### src/verilog/layer_buf_pkg.sv
/*
 * Feature-map buffer shared types
 * Line width, command opcodes and the two views of a 128-bit line
 */
`default_nettype none

package layer_buf_pkg;

  localparam int LINE_W     = 128;
  localparam int PSUM_W     = 16;
  localparam int ACT_W      = 8;
  localparam int PSUM_LANES = LINE_W / PSUM_W;
  localparam int ACT_LANES  = LINE_W / ACT_W;

  // ======================================
  // Commands
  // ======================================
  typedef enum logic [1:0] {
    OP_WRITE     = 2'b00,
    OP_READ      = 2'b01,
    OP_READ_RELU = 2'b10,
    OP_ACC       = 2'b11
  } layer_op_e;

  // ======================================
  // Line views
  // ======================================
  typedef logic signed [PSUM_W-1:0] psum_t;
  typedef logic signed [ACT_W-1:0]  act_t;

  // Same 128 bits, partial sums for ACC or activations for ReLU reads
  typedef union packed {
    psum_t [PSUM_LANES-1:0] psum;
    act_t  [ACT_LANES-1:0]  act;
  } layer_line_u;

endpackage

`default_nettype wire

### src/verilog/layer_read_result.sv
/*
 * Read response stage
 * Optional ReLU on the activation lanes, then the registered response
 */
`timescale 1ns/1ps
`default_nettype none

module layer_read_result (
  input  logic                       ck,
  input  logic                       rst_n,
  input  logic                       rsp_pending,
  input  logic                       rsp_relu,
  input  layer_buf_pkg::layer_line_u do_a,
  output logic                       rd_valid,
  output layer_buf_pkg::layer_line_u rd_data
);
  import layer_buf_pkg::*;

  layer_line_u relu_line;

  // Clamp negative activations
  always_comb begin
    relu_line = do_a;
    for (int i = 0; i < ACT_LANES; i++) begin
      if (rsp_relu && do_a.act[i][ACT_W-1]) begin
        relu_line.act[i] = '0;
      end
    end
  end

  always_ff @(posedge ck) begin
    if (!rst_n) begin
      rd_valid <= 1'b0;
    end else begin
      rd_valid <= rsp_pending;
    end
  end

  always_ff @(posedge ck) begin
    if (rsp_pending) begin
      rd_data <= relu_line;
    end
  end

endmodule

`default_nettype wire

### config.mk
export PLATFORM = sky130hd
export DESIGN_NAME = layer_read_result
export DESIGN_NICKNAME = d
export VERILOG_FILES = /design/src/verilog/layer_buf_pkg.sv /design/src/verilog/layer_read_result.sv
export SDC_FILE = /design/constraint.sdc
export NUM_CORES = 1
export LEC_CHECK = 0
export BUFFER_PORTS_ARGS = -buffer_cell sky130_fd_sc_hd__buf_2
export CAP_MARGIN = 20
export CORE_ASPECT_RATIO = 1.1
export CORE_MARGIN = 5
export CORE_UTILIZATION = 25
export CTS_BUF_LIST = sky130_fd_sc_hd__clkbuf_4
export DETAILED_ROUTE_END_ITERATION = 16
export PLACE_DENSITY_LB_ADDON = 0.2
export SLEW_MARGIN = 0
export SYNTH_ARGS = -nofsm -noshare
export SYNTH_HDL_FRONTEND = slang
export SYNTH_SLANG_ARGS = --single-unit
export TNS_END_PERCENT = 1
### constraint.sdc
create_clock -name ck -period 0.9 [get_ports ck]
set_clock_uncertainty 0.2 [all_clocks]
set_input_delay 0.045 -clock ck [delete_from_list [all_inputs] [get_ports ck]]
set_output_delay 0.045 -clock ck [all_outputs]
set_load 0.05 [all_outputs]
==> qor.csv <==
metric;value;unit
status;complete, but fails checks;
violations;negative hold slack, negative setup slack;
row_count;53;
start_util;25.5;%
die_area;22600;um^2
cp-end-kind;output port;
hold_slack;-0.269;ns
io_pins;261;
stdcell_area;9070;um^2
gp_congestion;0.676;
clock.fmax;0.738;GHz
synthMuxAreaShare;0;%
critPathLaunchType;flip-flop;
worstPathRequired;0.65;ns
synth_seq_cells;129;
synthSimpleGateAreaFrac;2.17;%
drive_gt1_share;44.1;%
cts-root-buf;clkbuf_4;
crit_chain;buf_12;
synth.distinct_cells;10;
yosysSeqAreaShare;78.7;%
layout_common_cells;dlygate4sd3_1, buf_2, edfxtp_1;
grt_max_degree;57;
final_nets;811;
post_cts_buffers;0;
cts_inserted_buffers;17;
hpwl;9920;um
finalHoldViolCount;240;
wl_per_cell;15.6;um
worst_slack;-0.456;ns
postLayoutCoreUtil;47.1;%
synth_compound_area_share;17.3;%
synth_nets;404;
portBuffers;260;
slowest_delay;0.43;ns
fin_cells;939;
crit_arrival;1.11;ns
synthAdderAreaFrac;0;%
postRouteAntennaNets;0;
die_w;144;um
diodes;0;
place_area;6660;um^2
critPathSlowestCell;edfxtp_1;
synth_xor_area_share;0;%
htreeDepth;4;
gr-usage-all-layers;12.5;%
crit_type;flip-flop to output port;
overflow;0;
finalWirelength;14600;um
synth_top_family_by_area;compound AO/OA/AOI/OAI gates;
tritoncts;built;
rsz0062_at_grt;yes;
setup_tns;-52.34;ns
crit_buf_inv;1;
syn_to_final_growth;84.6;%
power;16.0;mW
synthesis.area;4910;um^2
vdd_drop_max;0.000918;V
remaining_drc_errors;0;
antenna_found_initial;0;
setup_viol;129;
worst_hold_path_type;input port to flip-flop;
critical-path-top-delay-family;flip-flops;
hold_buffers;129;
grt_pass1_vias;4126;
drv_cap;0;
drtPass1Iterations;4;
dp.cells;778;
clk_pin_slew;0.12;ns
routed_via_density;4.14;
path_max_fanout;1;
power_density;1770;nW/um^2
clock_path_buffers;2;
routed-via-count;3887;
drtIter0Drc;101;
yosysWarnings;0;
core_area;19200;um^2
cts_sinks;129;
syn_inst;272;
fin_crit_sh;151;%
die_y;157;um
leakagePower;3.69;nW
avgSynthCellArea;18.1;um^2
worstMarginPinSlew;0.310;ns
grt_pass1_wl;21600;um
post-route-min-period;1.36;ns
slew_headroom;79.3;%
slew_violations;0;
dpl_worst_slack;-0.120;ns
## final cells by class
| cell class | count | area [um^2] |
|---|---|---|
| well taps | 247 | 309 |
| fillers | 1660 | 10200 |
| clock inverters | 9 | 141 |
| clock buffers | 23 | 173 |
| repair buffers | 402 | 3620 |
| flip-flops and latches | 129 | 3860 |
| multi-input cells | 129 | 955 |
## cells by family after synthesis
family                 after synthesis
AO/OA/AOI/OAI                      112
buffers and inverters               14
AND/OR/NAND/NOR                     17
flip-flops                         129
## final timing paths
check | start | to | slack, ns | cells past startpoint
max | rd_data[33] | rd_data[33] | -0.46 | 1
min | rsp_pending | rd_data[112] | -0.27 | 2
## flip-flops by register name (all words and copies together) (netlist names)
name,count
rd_data,128
rd_valid,1
## power by group
group | switching, mW | internal (mW)
Combinational | 2.49 | 1.73
Clock | 2.00 | 2.36
Sequential | 0.237 | 7.19
## metal layers
metal	track usage (%)	up-vias	share of wire [%]
met2	21.2	169	50
met3	6.26	13	11
met1	13.9	1830	37
met5	0	-	0
met4	3.72	0	1.4
li1	-	1875	-
## Yosys cell counts
cell	count	area, um^2
a21boi_0	100	751
clkbuf_2	9	45.0
clkbuf_1	1	3.75
dfxtp_1	1	20.0
and2_1	1	6.26
a21boi_2	2	22.5
a21boi_1	10	75.1
nor2b_1	16	100
buf_6	4	45.0
edfxtp_1	128	3840
## what timing repair did
action                                  4_1_cts  5_1_grt
endpoints found under the setup margin      129      129
resized for setup                           256        0
hold endpoints to repair                    257      257
cloned                                        0        0
(Power assumes the default switching activity.)
