[config.mk]
export PLATFORM = sky130hd
export DESIGN_NAME = layer_cmd_decode
export DESIGN_NICKNAME = d
export VERILOG_FILES = /design/src/verilog/layer_buf_pkg.sv /design/src/verilog/layer_cmd_decode.sv
export SDC_FILE = /design/constraint.sdc
export NUM_CORES = 1
export LEC_CHECK = 0
export ABC_AREA = 1
export BUFFER_PORTS_ARGS = -buffer_cell sky130_fd_sc_hd__buf_2
export CAP_MARGIN = 40
export CORE_UTILIZATION = 25
export DETAILED_ROUTE_END_ITERATION = 8
export SLEW_MARGIN = 25
export SYNTH_ARGS = -nofsm -noshare
export SYNTH_HDL_FRONTEND = slang
export SYNTH_SLANG_ARGS = --single-unit
[constraint.sdc]
create_clock -name ck -period 0.8 [get_ports ck]
set_input_delay 0.08 -clock ck [delete_from_list [all_inputs] [get_ports ck]]
set_output_delay 0.08 -clock ck [all_outputs]
set_load 0.03 [all_outputs]
[src/verilog/layer_buf_pkg.sv]
/*
 * Feature-map buffer shared types
 * Line width, command opcodes and the two views of a 128-bit line
 */
`default_nettype none

package layer_buf_pkg;

  localparam int LINE_W     = 128;
  localparam int PSUM_W     = 16;
  localparam int ACT_W      = 8;
  localparam int PSUM_LANES = LINE_W / PSUM_W;
  localparam int ACT_LANES  = LINE_W / ACT_W;

  // ======================================
  // Commands
  // ======================================
  typedef enum logic [1:0] {
    OP_WRITE     = 2'b00,
    OP_READ      = 2'b01,
    OP_READ_RELU = 2'b10,
    OP_ACC       = 2'b11
  } layer_op_e;

  // ======================================
  // Line views
  // ======================================
  typedef logic signed [PSUM_W-1:0] psum_t;
  typedef logic signed [ACT_W-1:0]  act_t;

  // Same 128 bits, partial sums for ACC or activations for ReLU reads
  typedef union packed {
    psum_t [PSUM_LANES-1:0] psum;
    act_t  [ACT_LANES-1:0]  act;
  } layer_line_u;

endpackage

`default_nettype wire

[src/verilog/layer_cmd_decode.sv]
/*
 * Command decode stage
 * Registers the command strobe and splits the opcode into stage controls
 */
`timescale 1ns/1ps
`default_nettype none

module layer_cmd_decode #(
  parameter int ADDR_W = 6
) (
  input  logic                       ck,
  input  logic                       rst_n,
  input  logic                       cmd_valid,
  input  layer_buf_pkg::layer_op_e   cmd_op,
  input  logic [ADDR_W-1:0]          cmd_addr,
  input  layer_buf_pkg::layer_line_u cmd_data,
  output logic                       dec_rd,
  output logic                       dec_wr,
  output logic                       dec_acc,
  output logic                       dec_relu,
  output logic [ADDR_W-1:0]          dec_addr,
  output layer_buf_pkg::layer_line_u dec_data
);
  import layer_buf_pkg::*;

  logic [3:0] ctl_next;

  // Order is rd, wr, acc, relu
  always_comb begin
    ctl_next = 4'b0000;
    if (cmd_valid) begin
      case (cmd_op)
        OP_WRITE:     ctl_next = 4'b0100;
        OP_READ:      ctl_next = 4'b1000;
        OP_READ_RELU: ctl_next = 4'b1001;
        OP_ACC:       ctl_next = 4'b1010;
        default:      ctl_next = 4'b0000;
      endcase
    end
  end

  always_ff @(posedge ck) begin
    if (!rst_n) begin
      {dec_rd, dec_wr, dec_acc, dec_relu} <= 4'b0000;
    end else begin
      {dec_rd, dec_wr, dec_acc, dec_relu} <= ctl_next;
    end
  end

  always_ff @(posedge ck) begin
    if (cmd_valid) begin
      dec_addr <= cmd_addr;
      dec_data <= cmd_data;
    end
  end

  // One command class per cycle at most
  a_ctl_onehot : assert property (@(posedge ck) disable iff (!rst_n)
    $onehot0({dec_wr, dec_rd && !dec_acc && !dec_relu, dec_acc, dec_relu}));

endmodule

`default_nettype wire

==> results of run 1 <==
-- cells by family after synthesis --
logic type             count (synthesis)  share of synthesized area (%)
AND/OR/NAND/NOR                        9                          0.815
flip-flops                           138                           99.0
buffers and inverters                  2                          0.181
-- stage by stage --
stage / setup slack [ps] / TNS (ps) / instance area, um2
after detailed placement: -62.6 / -4090 / 5870
after floorplan: 224 / 0 / 4150
after global placement: -38.9 / -3080 / 5870
-- synth_stat cells --
cell      instances  share of area, %
inv_1             2              0.18
dfxtp_1           4               1.9
nor2_1            5              0.45
edfxtp_1        134                97
nand2_1           4              0.36
==> impl_metrics.json, run 1 <==
{
  "outcome": "did not finish",
  "haltStage": "4_1_cts",
  "tool.error": "[ERROR RSZ-0060] Max buffer count reached.",
  "clockBufferDepth": 2,
  "synth.distinct_cells": 5,
  "dieHeight_um": 131,
  "post_cts.resized_instances": 280,
  "cts_max_level": 4,
  "gp_congestion": 0.729,
  "cts_made_buffers": 17,
  "cts_root_buffer": "clkbuf_16",
  "die_w_um": 131,
  "placed_cells": 646,
  "cts-hold-fix-buffers": 136,
  "io_buffers": 276,
  "initial_core_util_pct": 25.8,
  "netlist_area_mm2": 0.00415,
  "ys_warn_count": 0,
  "syn_inst": 149,
  "clkSinkCount": 138,
  "yosysSeqAreaShare_pct": 99.0,
  "post-dp-hpwl_um": 7390,
  "synth_nets": 288,
  "ys_seq_elements": 138,
  "boundaryPins": 277,
  "rows": 46,
  "syn_avg_cell_area_um2": 27.8,
  "cts_setup_buffers": 0
}
==> inputs of run 2 (changes only) <==
Settings changed: CORE_UTILIZATION 25 to 20, PLACE_DENSITY_LB_ADDON set to 0.15.
==> run 2 against run 1 <==
The flow now finishes, with violations (setup timing). Area after synthesis did not move. Synthesized cell count did not move.
==> impl_metrics.json, run 2 <==
{
  "synthTopCellsByCount": "edfxtp_1 (134), nor2_1 (5), dfxtp_1 (4), nand2_1 (4), inv_1 (2)",
  "cp_max_fo": 1,
  "ys_warn_count": 0,
  "rsz0062_at_grt": "yes",
  "die_area_mm2": 0.0213,
  "finalHoldViolCount": 0,
  "boundaryPins": 277,
  "max_stage_delay_ps": 410,
  "critPathKind": "flip-flop to output port",
  "p_leak_nw": 3.63,
  "relSlewSlack_pct": 84.8,
  "grt-ovfl-total": 0,
  "cts_setup_buffers": 0,
  "multi_input_area_um2": 33.8,
  "power.internal_mw": 14.5,
  "sw_frac_of_total_pct": 25.2,
  "dieHeight_um": 146,
  "post-place-ws_ps": -65.0,
  "cts_made_buffers": 17,
  "synth.distinct_cells": 5,
  "area_growth_pct": 111,
  "setup_ws_ps": -260,
  "drive_above_1_share_pct": 52.8,
  "syn_inst": 149,
  "fill_cells": 1855,
  "synth.area.top_cells": "edfxtp_1 (97%), dfxtp_1 (1.9%), nor2_1 (0.45%), nand2_1 (0.36%), inv_1 (0.18%)",
  "synth_edf_count": 134,
  "syn_avg_cell_area_um2": 27.8,
  "drtAntennaViolNets": 0,
  "track_usage_pct": 11.6,
  "arrival_ps": 980,
  "yosysSeqAreaShare_pct": 99.0,
  "whs_ps": 119,
  "crit_cells": 1,
  "vias": 3109,
  "crit_required_ps": 720,
  "hold_class": "primary input to flip-flop",
  "synth_nets": 288,
  "gp_congestion": 0.701,
  "initial_core_util_pct": 20.4,
  "via_per_inst": 3.58,
  "p_comb_share_pct": 17.5,
  "worstPathCellList": "buf_6",
  "drc": 0,
  "synth_top_flop_cell": "edfxtp_1",
  "layout_commonest_cell": "buf_6",
  "fmax_mhz": 944,
  "crit_path_end_kind": "output port",
  "initialDrtViolationCount": 107,
  "hp-start": "cmd_valid",
  "rows": 52,
  "cts_tree": "yes",
  "post-dp-hpwl_um": 8050,
  "place_area_mm2": 0.00596,
  "crit_slowest_cell": "edfxtp_1",
  "grt_pass1_wl_um": 18200,
  "tightest_slew_ps": 227,
  "hold_path_depth": 2,
  "p_switching_mw": 4.88,
  "outcome": "finished, violations left",
  "register_area_mm2": 0.00411,
  "fin_nets": 727,
  "core_region_area_mm2": 0.0203,
  "clkSinkCount": 138,
  "netlist_area_mm2": 0.00415,
  "setup_viol": 138,
  "grt_pass1_vias": 3557,
  "timing.final.crit_share_pct": 132,
  "drt-pass1-iter-count": 4,
  "async_reset_ff_share_pct": 0,
  "cts_max_level": 4,
  "final.setup.tns_ps": -30150,
  "antenna_found_initial": 0,
  "path_clk_slew_ps": 60,
  "yosys.area.top_type_share_pct": 97.1,
  "die_w_um": 146,
  "routedWlPerCell_um": 13.8,
  "violations": "setup timing",
  "path_buf_inv": 1,
  "clkPwrFrac_pct": 36.8,
  "maxCapViolations": 0,
  "drt_wl_total_um": 12000,
  "reg_top3": "dec_data: 128 flops, dec_addr: 6 flops",
  "finalMaxSlewViolations": 0,
  "fin_area_mm2": 0.00873,
  "layout_common_cells": "buf_6 (139), dlygate4sd3_1 (137), buf_2 (137)",
  "cts_root_buffer": "clkbuf_16",
  "yosysMostFrequentCell": "edfxtp_1",
  "clockBufferDepth": 2,
  "whs_endpoint": "dec_data[25]$_DFFE_PP_",
  "top_register": "dec_data",
  "worst_setup_path_start_kind": "flip-flop",
  "cp_top_family": "flip-flops",
  "powerDensity_mw_per_mm2": 2220,
  "antennaDiodeCount": 0,
  "yosys.area.top_type": "edfxtp_1",
  "ys_seq_elements": 138,
  "io_buffers": 276,
  "largest_reg_flops": 128,
  "pwr-share-seq_pct": 45.6,
  "peakVddDrop_uv": 1360,
  "fin_crit_ps": 1060,
  "grt_max_degree": 40
}
==> run 2: cell counts after synthesis <==
Identical to the previous run, type by type.
==> run 2: layout make-up <==
cell class                 instances  share of cell area [%]
clock buffer                      17                    4.87
clock inverter                    12                    1.22
inverter                           2                  0.0860
multi-input combinational          9                   0.387
sequential                       138                    47.1
tap                              270                    3.87
timing repair buffer             420                    42.5
==> run 2: power groups by stage <==
stage,Combinational (mW),Clock [mW],Sequential [mW]
after floorplan,0.0116,0,10.0
after global placement,2.26,0,8.82
after detailed placement,2.27,0,8.82
after CTS,3.42,7.38,8.83
after global routing,3.54,7.68,8.89
final,3.39,7.13,8.83
==> run 2: through the flow <==
step	total power, mW	util, %	instances
2_1_floorplan	10.0	-	149
3_3_place_gp	11.1	29.4	702
3_5_place_dp	11.1	29.4	702
4_1_cts	19.6	43.0	868
5_1_grt	20.1	43.0	868
6_report	19.3	43.0	868
==> run 2: worst max-delay path by stage <==
stage                                      to  slack [ps]              startpoint
final                            dec_data[45]        -260  dec_data[45]$_DFFE_PP_
after floorplan                   dec_addr[0]         220   dec_addr[0]$_DFFE_PP_
after global routing             dec_data[45]        -320  dec_data[45]$_DFFE_PP_
after CTS                        dec_data[41]        -280  dec_data[41]$_DFFE_PP_
after global placement      dec_wr$_SDFF_PN0_         -40               cmd_valid
after detailed placement  dec_relu$_SDFF_PN0_         -60               cmd_valid
==> run 2: kinds of logic (layout without fill, tap and decap cells) <==
logic type             Yosys count  in the layout  share of synthesized area [%]
buffers and inverters            2            451                          0.181
DFF                            138            138                           99.0
and+or+nand+nor                  9              9                          0.815
==> run 2: per-layer routing <==
metal  GRT usage, %  wire length, um  up-vias
li1               -                -     1472
met1           11.9             4330     1466
met2           19.9             6290      159
met3           5.99             1170       12
met4           4.74              178        0
met5              0                0        -
==> run 2: what timing repair did <==
item,4_1_cts,5_1_grt
endpoints found under the setup margin,138,138
hold buffers,137,0
endpoints found under the hold margin,138,0
gates resized for setup,280,0
pin swaps,0,0
(Power assumes the default switching activity.)
==> inputs of run 3 (changes only) <==
Settings changed: CORE_AREA set to 2 2 107 109, CORE_UTILIZATION 20 to not set, DIE_AREA set to 0 0 109 111.
==> run 3 against run 2 <==
The run now fails in 4_1_cts. Synthesized cell count is the same. Area after synthesis did not move.
==> impl_metrics.json, run 3 <==
{
  "initial_core_util_pct": 37.4,
  "syn_avg_cell_area_um2": 27.8,
  "yosys.area.top_type_share_pct": 97.1,
  "yosys.area.top_type": "edfxtp_1",
  "tool.error": "[ERROR RSZ-0060] Max buffer count reached.",
  "clkSinkCount": 138,
  "cts_root_buffer": "clkbuf_16",
  "yosysSeqAreaShare_pct": 99.0,
  "place_area_mm2": 0.00581,
  "yosys.area_share.adder_pct": 0,
  "synthTopCellsByCount": "edfxtp_1 (134), nor2_1 (5), dfxtp_1 (4), nand2_1 (4), inv_1 (2)",
  "synth_top_flop_cell": "edfxtp_1",
  "synth_edf_count": 134,
  "dieHeight_um": 111,
  "synth.area.top_cells": "edfxtp_1 (97%), dfxtp_1 (1.9%), nor2_1 (0.45%), nand2_1 (0.36%), inv_1 (0.18%)",
  "ys_warn_count": 0,
  "placed_cells": 576,
  "outcome": "did not finish",
  "clockBufferDepth": 2,
  "haltStage": "4_1_cts",
  "io_buffers": 276,
  "yosysMostFrequentCell": "edfxtp_1",
  "synthMuxAreaShare_pct": 0,
  "synth_compound_area_share_pct": 0,
  "boundaryPins": 277,
  "gp_congestion": 0.773,
  "synth.distinct_cells": 5,
  "synthXorXnorAreaFrac_pct": 0,
  "async_reset_ff_share_pct": 0,
  "post-dp-hpwl_um": 7290,
  "syn_inst": 149,
  "synth_nets": 288,
  "synth-simple-area-share_pct": 0.815,
  "rows": 39,
  "cts_max_level": 4,
  "cts-hold-fix-buffers": 122,
  "cts_made_buffers": 17,
  "die_w_um": 109,
  "netlist_area_mm2": 0.00415,
  "cts_setup_buffers": 0,
  "post_cts.resized_instances": 280,
  "ys_seq_elements": 138,
  "synth_top_family_by_area": "simple AND/OR/NAND/NOR gates"
}
[run 3: cell counts after synthesis]
Identical to the previous run, type by type.
[run 3: metrics by stage]
stage,worst slack [ps],setup TNS (ps),hold WS (ps)
2_1_floorplan,224,0,179
3_3_place_gp,-59.6,-3770,257
3_5_place_dp,-64.7,-4600,258
[run 3: logic make-up after synthesis]
group         after synthesis
simple gates                9
buf+inv                     2
flops                     138
